`src/design/intra4_defs.svh`:
```
/*
 * 4x4 intra mode picker constants
 * Mode count, datapath widths and the fixed rate cost of each mode
 */

`ifndef INTRA4_DEFS_SVH
`define INTRA4_DEFS_SVH

// Evaluated modes: DC, TM, VE, HE
`define INTRA4_NUM_MODES    4

// Datapath widths
`define INTRA4_PIX_W        8
`define INTRA4_LAMBDA_W     16
`define INTRA4_SCORE_W      32

// Fixed mode costs, scaled by lambda in the score
`define INTRA4_COST_DC      16'd40
`define INTRA4_COST_TM      16'd1151
`define INTRA4_COST_VE      16'd1723
`define INTRA4_COST_HE      16'd1874

`endif
```
`src/design/intra4_pkg.sv`:
```
/*
 * 4x4 intra mode picker types
 * Pixel, row and block views, mode codes and score widths
 */

`default_nettype none

`include "intra4_defs.svh"

package intra4_pkg;

    typedef logic [`INTRA4_PIX_W-1:0] pix_t;

    // Pixel 0 sits in the low byte
    typedef pix_t [3:0] row_t;

    // Block index is y*4+x, row 0 in the low bits
    typedef union packed {
        pix_t [15:0] pix;
        row_t [3:0]  row;
    } pix_block_t;

    typedef enum logic [1:0] {
        MODE_DC = 2'd0,
        MODE_TM = 2'd1,
        MODE_VE = 2'd2,
        MODE_HE = 2'd3
    } mode_t;

    typedef logic [23:0]                  sse_t;
    typedef logic [`INTRA4_SCORE_W-1:0]   score_t;
    typedef logic [`INTRA4_LAMBDA_W-1:0]  lambda_t;

endpackage

`default_nettype wire

```
`src/design/intra4_top.sv`:
```
/*
 * Intra 4x4 luma mode picker
 * Predict, score and select pipeline over DC, TM, VE and HE
 */

`default_nettype none

module intra4_top (
    input  wire logic                   clk,
    input  wire logic                   rst_n,
    input  wire logic                   start_i,
    input  wire intra4_pkg::pix_block_t src_i,
    input  wire intra4_pkg::pix_t       top_left_i,
    input  wire intra4_pkg::row_t       top_i,
    input  wire intra4_pkg::row_t       left_i,
    input  wire intra4_pkg::lambda_t    lambda_i,
    output logic                        done_o,
    output intra4_pkg::mode_t           best_mode_o,
    output intra4_pkg::score_t          best_score_o,
    output intra4_pkg::pix_block_t      best_pred_o
);

    import intra4_pkg::*;

    // Predict to score
    logic       pred_valid;
    mode_t      pred_mode;
    pix_block_t pred_block;
    pix_block_t src_block;
    lambda_t    lambda_q;

    // Score to select
    logic       score_valid;
    mode_t      score_mode;
    score_t     score;
    pix_block_t score_pred;

    intra4_predict intra4_predict_i (
        .clk          (clk),
        .rst_n        (rst_n),
        .start_i      (start_i),
        .src_i        (src_i),
        .top_left_i   (top_left_i),
        .top_i        (top_i),
        .left_i       (left_i),
        .lambda_i     (lambda_i),
        .lambda_o     (lambda_q),
        .pred_valid_o (pred_valid),
        .pred_mode_o  (pred_mode),
        .pred_block_o (pred_block),
        .src_block_o  (src_block)
    );

    intra4_sse intra4_sse_i (
        .clk           (clk),
        .rst_n         (rst_n),
        .pred_valid_i  (pred_valid),
        .pred_mode_i   (pred_mode),
        .pred_block_i  (pred_block),
        .src_block_i   (src_block),
        .lambda_i      (lambda_q),
        .score_valid_o (score_valid),
        .score_mode_o  (score_mode),
        .score_o       (score),
        .score_pred_o  (score_pred)
    );

    intra4_best intra4_best_i (
        .clk           (clk),
        .rst_n         (rst_n),
        .score_valid_i (score_valid),
        .score_mode_i  (score_mode),
        .score_i       (score),
        .score_pred_i  (score_pred),
        .done_o        (done_o),
        .best_mode_o   (best_mode_o),
        .best_score_o  (best_score_o),
        .best_pred_o   (best_pred_o)
    );

endmodule

`default_nettype wire

```
`src/design/intra4_best.sv`:
```
/*
 * Intra 4x4 best mode selection
 * Tracks the lowest score per block and reports it with a done pulse
 */

`default_nettype none

module intra4_best (
    input  wire logic                   clk,
    input  wire logic                   rst_n,
    input  wire logic                   score_valid_i,
    input  wire intra4_pkg::mode_t      score_mode_i,
    input  wire intra4_pkg::score_t     score_i,
    input  wire intra4_pkg::pix_block_t score_pred_i,
    output logic                        done_o,
    output intra4_pkg::mode_t           best_mode_o,
    output intra4_pkg::score_t          best_score_o,
    output intra4_pkg::pix_block_t      best_pred_o
);

    import intra4_pkg::*;

    logic       take;
    mode_t      best_mode_q;
    score_t     best_score_q;
    pix_block_t best_pred_q;
    mode_t      sel_mode;
    score_t     sel_score;
    pix_block_t sel_pred;

    // DC opens a block, later modes need a strictly lower score
    assign take = score_valid_i && (score_mode_i == MODE_DC || score_i < best_score_q);

    assign sel_mode  = take ? score_mode_i : best_mode_q;
    assign sel_score = take ? score_i      : best_score_q;
    assign sel_pred  = take ? score_pred_i : best_pred_q;

    always_ff @(posedge clk) begin
        if (take) begin
            best_mode_q  <= score_mode_i;
            best_score_q <= score_i;
            best_pred_q  <= score_pred_i;
        end
    end

    // Result registers, loaded when HE closes the block
    always_ff @(posedge clk or negedge rst_n) begin
        if (!rst_n) begin
            done_o       <= 1'b0;
            best_mode_o  <= MODE_DC;
            best_score_o <= '0;
            best_pred_o  <= '0;
        end else begin
            done_o <= score_valid_i && score_mode_i == MODE_HE;
            if (score_valid_i && score_mode_i == MODE_HE) begin
                best_mode_o  <= sel_mode;
                best_score_o <= sel_score;
                best_pred_o  <= sel_pred;
            end
        end
    end

endmodule

`default_nettype wire

```
`src/design/intra4_sse.sv`:
```
/*
 * Intra 4x4 score stage
 * SSE against the source plus lambda-weighted fixed mode cost
 */

`default_nettype none

`include "intra4_defs.svh"

module intra4_sse (
    input  wire logic                   clk,
    input  wire logic                   rst_n,
    input  wire logic                   pred_valid_i,
    input  wire intra4_pkg::mode_t      pred_mode_i,
    input  wire intra4_pkg::pix_block_t pred_block_i,
    input  wire intra4_pkg::pix_block_t src_block_i,
    input  wire intra4_pkg::lambda_t    lambda_i,
    output logic                        score_valid_o,
    output intra4_pkg::mode_t           score_mode_o,
    output intra4_pkg::score_t          score_o,
    output intra4_pkg::pix_block_t      score_pred_o
);

    import intra4_pkg::*;

    sse_t        sse_d;
    logic [15:0] cost;
    score_t      score_d;

    function automatic logic [15:0] sq_diff(input pix_t a, input pix_t b);
        pix_t d;
        d = (a > b) ? a - b : b - a;
        return d * d;
    endfunction

    always_comb begin
        sse_d = '0;
        for (int i = 0; i < 16; i++)
            sse_d = sse_d + sse_t'(sq_diff(src_block_i.pix[i], pred_block_i.pix[i]));
    end

    always_comb begin
        case (pred_mode_i)
            MODE_DC: cost = `INTRA4_COST_DC;
            MODE_TM: cost = `INTRA4_COST_TM;
            MODE_VE: cost = `INTRA4_COST_VE;
            default: cost = `INTRA4_COST_HE;
        endcase
    end

    // 256*SSE keeps distortion and rate on the same scale
    assign score_d = {sse_d, 8'h00} + score_t'(lambda_i) * score_t'(cost);

    always_ff @(posedge clk or negedge rst_n) begin
        if (!rst_n)
            score_valid_o <= 1'b0;
        else
            score_valid_o <= pred_valid_i;
    end

    always_ff @(posedge clk) begin
        score_mode_o <= pred_mode_i;
        score_o      <= score_d;
        score_pred_o <= pred_block_i;
    end

endmodule

`default_nettype wire

```
`src/design/intra4_predict.sv`:
```
/*
 * Intra 4x4 predictor stage
 * Latches block, neighbours and lambda on start and issues the
 * DC, TM, VE and HE predictions on four consecutive cycles
 */

`default_nettype none

`include "intra4_defs.svh"

module intra4_predict (
    input  wire logic                   clk,
    input  wire logic                   rst_n,
    input  wire logic                   start_i,
    input  wire intra4_pkg::pix_block_t src_i,
    input  wire intra4_pkg::pix_t       top_left_i,
    input  wire intra4_pkg::row_t       top_i,
    input  wire intra4_pkg::row_t       left_i,
    input  wire intra4_pkg::lambda_t    lambda_i,
    output intra4_pkg::lambda_t         lambda_o,
    output logic                        pred_valid_o,
    output intra4_pkg::mode_t           pred_mode_o,
    output intra4_pkg::pix_block_t      pred_block_o,
    output intra4_pkg::pix_block_t      src_block_o
);

    import intra4_pkg::*;

    logic       busy;
    logic       accept;
    mode_t      mode_q;
    pix_block_t src_q;
    pix_t       top_left_q;
    row_t       top_q;
    row_t       left_q;
    logic [10:0] dc_sum;
    pix_t       dc_pix;
    pix_block_t pred_d;

    // TrueMotion pixel, clipped to the pixel range
    function automatic pix_t tm_pix(input pix_t t, input pix_t l, input pix_t tl);
        logic signed [9:0] v;
        v = $signed({2'b00, t}) + $signed({2'b00, l}) - $signed({2'b00, tl});
        if (v < 0)
            return '0;
        else if (v > 10'sd255)
            return '1;
        else
            return v[7:0];
    endfunction

    assign accept = start_i && !busy;

    // ------------------------------------------------------------------------
    // Mode sequencing
    // ------------------------------------------------------------------------
    always_ff @(posedge clk or negedge rst_n) begin
        if (!rst_n) begin
            busy   <= 1'b0;
            mode_q <= MODE_DC;
        end else if (accept) begin
            busy   <= 1'b1;
            mode_q <= MODE_DC;
        end else if (busy) begin
            mode_q <= mode_t'(mode_q + 2'd1);
            if (mode_q == mode_t'(`INTRA4_NUM_MODES - 1))
                busy <= 1'b0;
        end
    end

    always_ff @(posedge clk) begin
        if (accept) begin
            src_q      <= src_i;
            top_left_q <= top_left_i;
            top_q      <= top_i;
            left_q     <= left_i;
            lambda_o   <= lambda_i;
        end
    end

    // ------------------------------------------------------------------------
    // Prediction build
    // ------------------------------------------------------------------------
    always_comb begin
        dc_sum = 11'd4;
        for (int i = 0; i < 4; i++)
            dc_sum = dc_sum + 11'(top_q[i]) + 11'(left_q[i]);
        dc_pix = dc_sum[10:3];

        for (int y = 0; y < 4; y++) begin
            for (int x = 0; x < 4; x++) begin
                case (mode_q)
                    MODE_DC: pred_d.row[y][x] = dc_pix;
                    MODE_TM: pred_d.row[y][x] = tm_pix(top_q[x], left_q[y], top_left_q);
                    MODE_VE: pred_d.row[y][x] = top_q[x];
                    default: pred_d.row[y][x] = left_q[y];
                endcase
            end
        end
    end

    always_ff @(posedge clk or negedge rst_n) begin
        if (!rst_n)
            pred_valid_o <= 1'b0;
        else
            pred_valid_o <= busy;
    end

    always_ff @(posedge clk) begin
        pred_mode_o  <= mode_q;
        pred_block_o <= pred_d;
        src_block_o  <= src_q;
    end

endmodule

`default_nettype wire

```
`config.mk`:
```
export PLATFORM = sky130hd
export DESIGN_NAME = intra4_top
export DESIGN_NICKNAME = d
export VERILOG_FILES = /design/src/design/intra4_pkg.sv /design/src/design/intra4_top.sv /design/src/design/intra4_best.sv /design/src/design/intra4_sse.sv /design/src/design/intra4_predict.sv
export VERILOG_INCLUDE_DIRS = /design/src /design/src/design
export SDC_FILE = /design/constraint.sdc
export NUM_CORES = 2
export LEC_CHECK = 0
export BUFFER_PORTS_ARGS = -buffer_cell sky130_fd_sc_hd__buf_2
export CORE_MARGIN = 3
export CORE_UTILIZATION = 58
export DETAILED_ROUTE_END_ITERATION = 8
export PLACE_DENSITY = 0.83
export SETUP_SLACK_MARGIN = 0.2
export SLEW_MARGIN = 30
export SYNTH_ARGS = -nofsm -noshare
export SYNTH_HDL_FRONTEND = slang
export SYNTH_SLANG_ARGS = --single-unit
```
`constraint.sdc`:
```
create_clock -name clk -period 12.75 [get_ports clk]
set_input_delay 1.275 -clock clk [delete_from_list [all_inputs] [get_ports clk]]
set_output_delay 1.275 -clock clk [all_outputs]
set_load 0.01 [all_outputs]
```
# --- After elaboration in Yosys (flattened, before gate mapping) ---
# Index checks and enable logic that the tools add are counted.
# Widths: inputs -> output; s select.
word_totals:
  ff_bits: 966
  latch_bits: 0
  ram_bits: 0
  romBits: 0
  out_inout_bits: 163
  n_memories: 0
op_classes:
  addsub: 89
  mul: 17
  div: 0
  magnitude_cmp: 49
  n_eq_ne: 6
  n_shift: 0
  mux: 73
  n_bitwise: 0
  n_reduce_logical: 9
ops:
  columns: ["op", "count"]
  rows:
  - ["$mux 8", 48]
  - ["$pmux 8 s3", 16]
  - ["$add 24x16->24", 14]
  - ["$mul 8x8->16", 16]
  - ["$sub 8x8->8", 32]
  - ["$gt 10x9->1 const B", 16]
  - ["$lt 10x1->1 const B", 16]
  - ["$sub 9x8->10", 16]
  - ["$add 8x8->9", 16]
  - ["$gt 8x8->1", 16]
  - ["$mux 128", 1]
  - ["$add 11x8->11", 7]
  - ["$pmux 11 s3", 1]
  - ["$add 32x32->32", 1]
  - ["$lt 32x32->1", 1]
  - ["$mux 32", 1]
  - ["$mul 16x11->27", 1]
  - ["$add 16x16->17", 1]
  - ["$add 3x8->9 const A", 1]
  - ["$eq 2x2->1 const B", 4]
  - ["$logic_not 2->1", 3]
  - ["$mux 2", 3]
  - ["$eq 2x1->1 const B", 2]
  - ["$logic_and 1x1->1", 3]
  - ["5 further kinds", 7]

# --- Logic depth before layout (Yosys ltp) ---
depth:
  word_depth: 19
  ltp_mapped: 61
  mapped_depth_nobuf: 61

# --- Modules after synthesis ---
# Synthesis repeated with hierarchy kept, for this count alone.
hier_totals:
  cells_unflattened: 9587
  hier_area_um2: 90382.9
by_module_without_submodules:
  columns: ["mod", "instances", "cells_each", "area_each_um2", "seq_area_each_um2"]
  rows:
  - ["intra4_sse", 1, 5242, 48680.4, 3248.1]
  - ["intra4_predict", 1, 2057, 23834.1, 11751.3]
  - ["intra4_best", 1, 2288, 17868.4, 7322.0]

# --- Least setup slack after synthesis ---
# No wires, ideal clock.
synth_path:
  kind: "reg-to-reg"
  startpoint: "register intra4_predict_i.src_block_o[0] (netlist bit)"
  endpoint: "register intra4_sse_i.score_o[29]"
  setup_time_ns: 0.117
  t_arrival_ns: 13.862
  required_time_ns: 12.633
  path_slack_ns: -1.229
  stages_incl_launch_ff: 60
  path_buffers: 1
  path_cell_list: "dfxtp_1 inv_1 ha_1 inv_1 fa_1 a21o_1 a21o_1 a221oi_1 a21oi_1 buf_2 mux2i_1 xor2_1 inv_1 nand2_1 inv_1 fa_1 inv_1 fa_1 (+24 left out) fa_1 inv_1 fa_1 inv_1 ha_1 o21ai_0 nor2_1 o41ai_1 a21o_1 nand3b_1 a21oi_1 xnor2_1 ha_1 a21oi_1 o21ai_0 a21oi_1 a21oi_1 a32o_1"
synth_via:
  elab_chain_len: 19
synth_rtl:
  columns: ["element", "line_no", "rtl"]
  rows:
  - ["start, declared", "intra4_predict.sv:24", "output intra4_pkg::pix_block_t src_block_o"]
  - ["start signal, assigned", "intra4_predict.sv:112", "src_block_o <= src_q;"]
  - ["$sub 8x8->8 / $gt 8x8->1 (equally long branches)", "intra4_sse.sv:32", "d = (a > b) ? a - b : b - a;"]
  - ["$mux 8 (*)", "intra4_sse.sv:32", null]
  - ["$mul 8x8->16 (*)", "intra4_sse.sv:33", "return d * d;"]
  - ["$add 16x16->17 (*)", "intra4_sse.sv:39", "sse_d = sse_d + sse_t'(sq_diff(src_block_i.pix[i], pred_block_i.pix[i]));"]
  - ["$add 24x16->24 (*) (14 in a row)", "intra4_sse.sv:39", null]
  - ["$add 32x32->32 (*)", "intra4_sse.sv:52", "assign score_d = {sse_d, 8'h00} + score_t'(lambda_i) * score_t'(cost);"]
  - ["net intra4_sse_i.score_d[29]", "intra4_sse.sv:28", "score_t score_d;"]
  - ["end signal, assigned", "intra4_sse.sv:63", "score_o <= score_d;"]
  - ["end, declared", "intra4_sse.sv:20", "output intra4_pkg::score_t score_o,"]
# The timed path passes the listed nets; every way through them passes the cells marked *.
# A chain may end at the register's enable or synchronous reset.

# --- Worst setup path in the final report ---
# Ends and elaborated chain as after synthesis.

==> run metrics <==
status finished with violations; violated checks setup timing; Mapped Area roughly 0.085 mm²; relative slew slack ~24%; layout cells sized above 1 between 10% and 20%; origin of the critical flop-to-flop path intra4_predict_i.src_block_o[0]; Detailed Routing Iterations Pass 1 6; Arr. time, crit path 14.35 ns; crit path launch type flop; post-synthesis cell count approximately 8300; drt initial violations about 4600; setup TNS -9.87 ns; Synth cell types 94; Routability Congestion ~1; worst-margin pin slew 1.13 ns; register area share after synthesis 26.2%; Synth Area per Inst slightly above 10 µm²; IO buf count around 380; Yosys warnings 0; Setup CP Type reg -> reg; CTS tree done; mux cell area share after synthesis 5.28%; Critical Path Sink Type flop; Synth area leaders fa_1 27%, dfxtp_1 14%, ha_1 13%; CTS sink cnt roughly 970; Yosys reg bits 965; Fillers roughly 11000; Die Y between 300 and 400 µm; DR vias ~60000; first-pass GRT wire length about 380000 µm; Post-CTS Hold Fix Bufs 0; I/O pin cnt approximately 380; Critical Path RT around 13 ns; Routed WL per cell around 23 µm; core area between 0.1 and 0.15 mm²; Synth async-reset ratio 17.4%; crit path max fanout 5; fin util between 60% and 70%; main combinational cell family by area after synthesis adder cells; Starting Density a little under 60%; root buffer cell clkbuf_16; DIE WIDTH 389 µm; Final #Nets about 11000; vias in the first global route ~65000; xor and xnor area share after synthesis roughly 3.3%; drt drc 0; via-per-instance ratio between 5 and 6; most common cell after layout, fill and taps aside inv_1; Worst path slowest cell fa_1; CTS buffer count 97; Worst-path clk slew around 0.06 ns; Clock Latency Late Sink between 0.7 and 0.8 ns; area grow syn2layout 12.7%; Post-Synth Adder-Cell Area between 30% and 40%; Final Non-Filler Cells 11100; most frequent cell on the critical path fa_1; design area roughly 0.096 mm²; initial antenna violation count 30; site row count between 100 and 150; Final Cycle Share 108%; total global-route track usage 33.4%; post-synth top area share 26.8%; Slew Viols, Final 0; Period minus WS final between 10 and 15 ns; Max-cap violations 0; maximum clock path buffer count 3; H-Tree Depth 3; largest net degree at the start of global routing ~110; CP Capture Point intra4_sse_i.score_o[29]; placed cells between 10000 and 15000; Synth Area in Compound Gates a little under a tenth; Die ar. 0.152 mm²; number of flops mapped to enable cells by yosys roughly 220; Synth Area in Simple Gates under 10%; FMAX ~73 MHz; worst reg-to-reg setup slack -0.98 ns; Cell Area, Placed 0.0919 mm²; final setup violation count 14; cell taking the most area after synthesis fa_1; Worst Skew between 0.06 and 0.07 ns; most frequently used flop master after synthesis dfxtp_1; worst r2r dst intra4_sse_i.score_o[29]; GR Overflow Total 0; HPWL Detailed between 200000 and 250000 µm; most frequent cells in the layout 1868 x inv_1, 1133 x fa_1, 836 x ha_1; final hold vios 0; crit-path max cell delay a little under 0.6 ns; antenna viol nets, final 0; worst hold path type reg -> reg; WL final between 200000 and 300000 µm; setup ws final -0.978 ns; unrepaired setup endpoints after global routing true; FF-to-FF path depth between 50 and 60; Setup crit start intra4_predict_i.src_block_o[0]
[critical path: cells and delay by family (launching register included)]
kind / cells / cell delay, ns
adder cells (fa/ha/maj): 20 / 8.63
AO/OA/AOI/OAI: 14 / 2.50
buffers and inverters: 16 / 1.26
XOR/XNOR: 3 / 0.43
flip-flops: 1 / 0.32
multiplexers: 1 / 0.32
AND/OR/NAND/NOR: 3 / 0.13
[final cells by class]
cell class	count	area [µm²]	area share (%)
diodes	11	27.5	0.0286
clock buffers	136	2730	2.84
clock inverters	48	533	0.554
inverters	1895	7120	7.40
multi-input cells	5325	56000	58.3
flip-flops and latches	965	22300	23.2
well taps	1917	2400	2.50
repair buffers	774	4950	5.15
[metal layers]
layer | GRT usage (%) | share of wire, % | vias to the layer above
met3 | 5.41 | 7.5 | 713
met4 | 18.4 | 6.8 | 16
li1 | - | - | 27800
met2 | 54.9 | 47 | 2529
met1 | 42.4 | 39 | 30500
met5 | 0.478 | 0.076 | -
[kinds of logic after synthesis]
group / after synthesis
compound gates: 1239
buf+inv: 2047
fa+ha+maj: 2006
simple gates: 1337
flops: 965
mux: 426
other cells: 2
xor+xnor: 313
[flip-flops by register name, indices dropped and copies added (netlist names)]
name / flops
intra4_best_i.best_pred_o: 128
intra4_best_i.best_pred_q: 128
intra4_predict_i.pred_block_o: 128
intra4_predict_i.src_block_o: 128
intra4_predict_i.src_q: 128
intra4_sse_i.score_pred_o: 128
intra4_best_i.best_score_o: 32
intra4_best_i.best_score_q: 32
intra4_predict_i.left_q: 32
intra4_predict_i.top_q: 32
intra4_sse_i.score_o: 31
intra4_predict_i.lambda_o: 16
intra4_predict_i.top_left_q: 8
intra4_best_i.best_mode_o: 2
intra4_best_i.best_mode_q: 2
intra4_predict_i.mode_q: 2
intra4_predict_i.pred_mode_o: 2
intra4_sse_i.score_mode_o: 2
intra4_best_i.done_o: 1
intra4_predict_i.busy: 1
intra4_predict_i.pred_valid_o: 1
intra4_sse_i.score_valid_o: 1
[worst min path at each step]
stage	start	depth (start not counted)	endpoint	slack (ns)
2_1_floorplan	intra4_predict_i.src_q[0]	0	intra4_predict_i.src_block_o[0]	0.32
3_3_place_gp	intra4_predict_i.src_q[94]	0	intra4_predict_i.src_block_o[94]	0.33
3_5_place_dp	intra4_predict_i.src_q[38]	0	intra4_predict_i.src_block_o[38]	0.33
4_1_cts	intra4_predict_i.src_q[56]	0	intra4_predict_i.src_block_o[56]	0.31
5_1_grt	intra4_predict_i.src_q[56]	0	intra4_predict_i.src_block_o[56]	0.33
6_report	intra4_predict_i.src_q[56]	0	intra4_predict_i.src_block_o[56]	0.33
[cell usage after synthesis (all sizes together), types with 19 or more instances]
master and count:
inv 1895, fa 1140, ha 866, dfxtp 581, nor2 427, nand2 414
o21ai 349, a21oi 332, mux2i 236, xnor2 218, edfxtp 216, mux2 190
dfrtp 168, a21o 148, xor2 95, nand2b 90, nor2b 87, and2 86
clkbuf 85, o21bai 84, a21boi 72, buf 67, or2 67, nor3 41
nand3 36, a31oi 35, o211ai 31, a211oi 27, nand4 26, o21a 24
and3 20, a221oi 19
[through the flow]
stage / setup slack, ns / hold slack, ns
detailed placement: -1.20 / 0.327
floorplan: -0.347 / 0.323
global route: -1.55 / 0.331
finish: -0.978 / 0.330
CTS: -0.908 / 0.312
global placement: -0.975 / 0.326
[what timing repair did]
item	in CTS	in global routing
buffers inserted	20	12
resized for setup	65	80
endpoints found under the setup margin	16	16
pin swaps	40	62
Power is left out: the tool's default activity adds up to more than one toggle a clock period on the data nets, which glitch-free logic cannot reach.
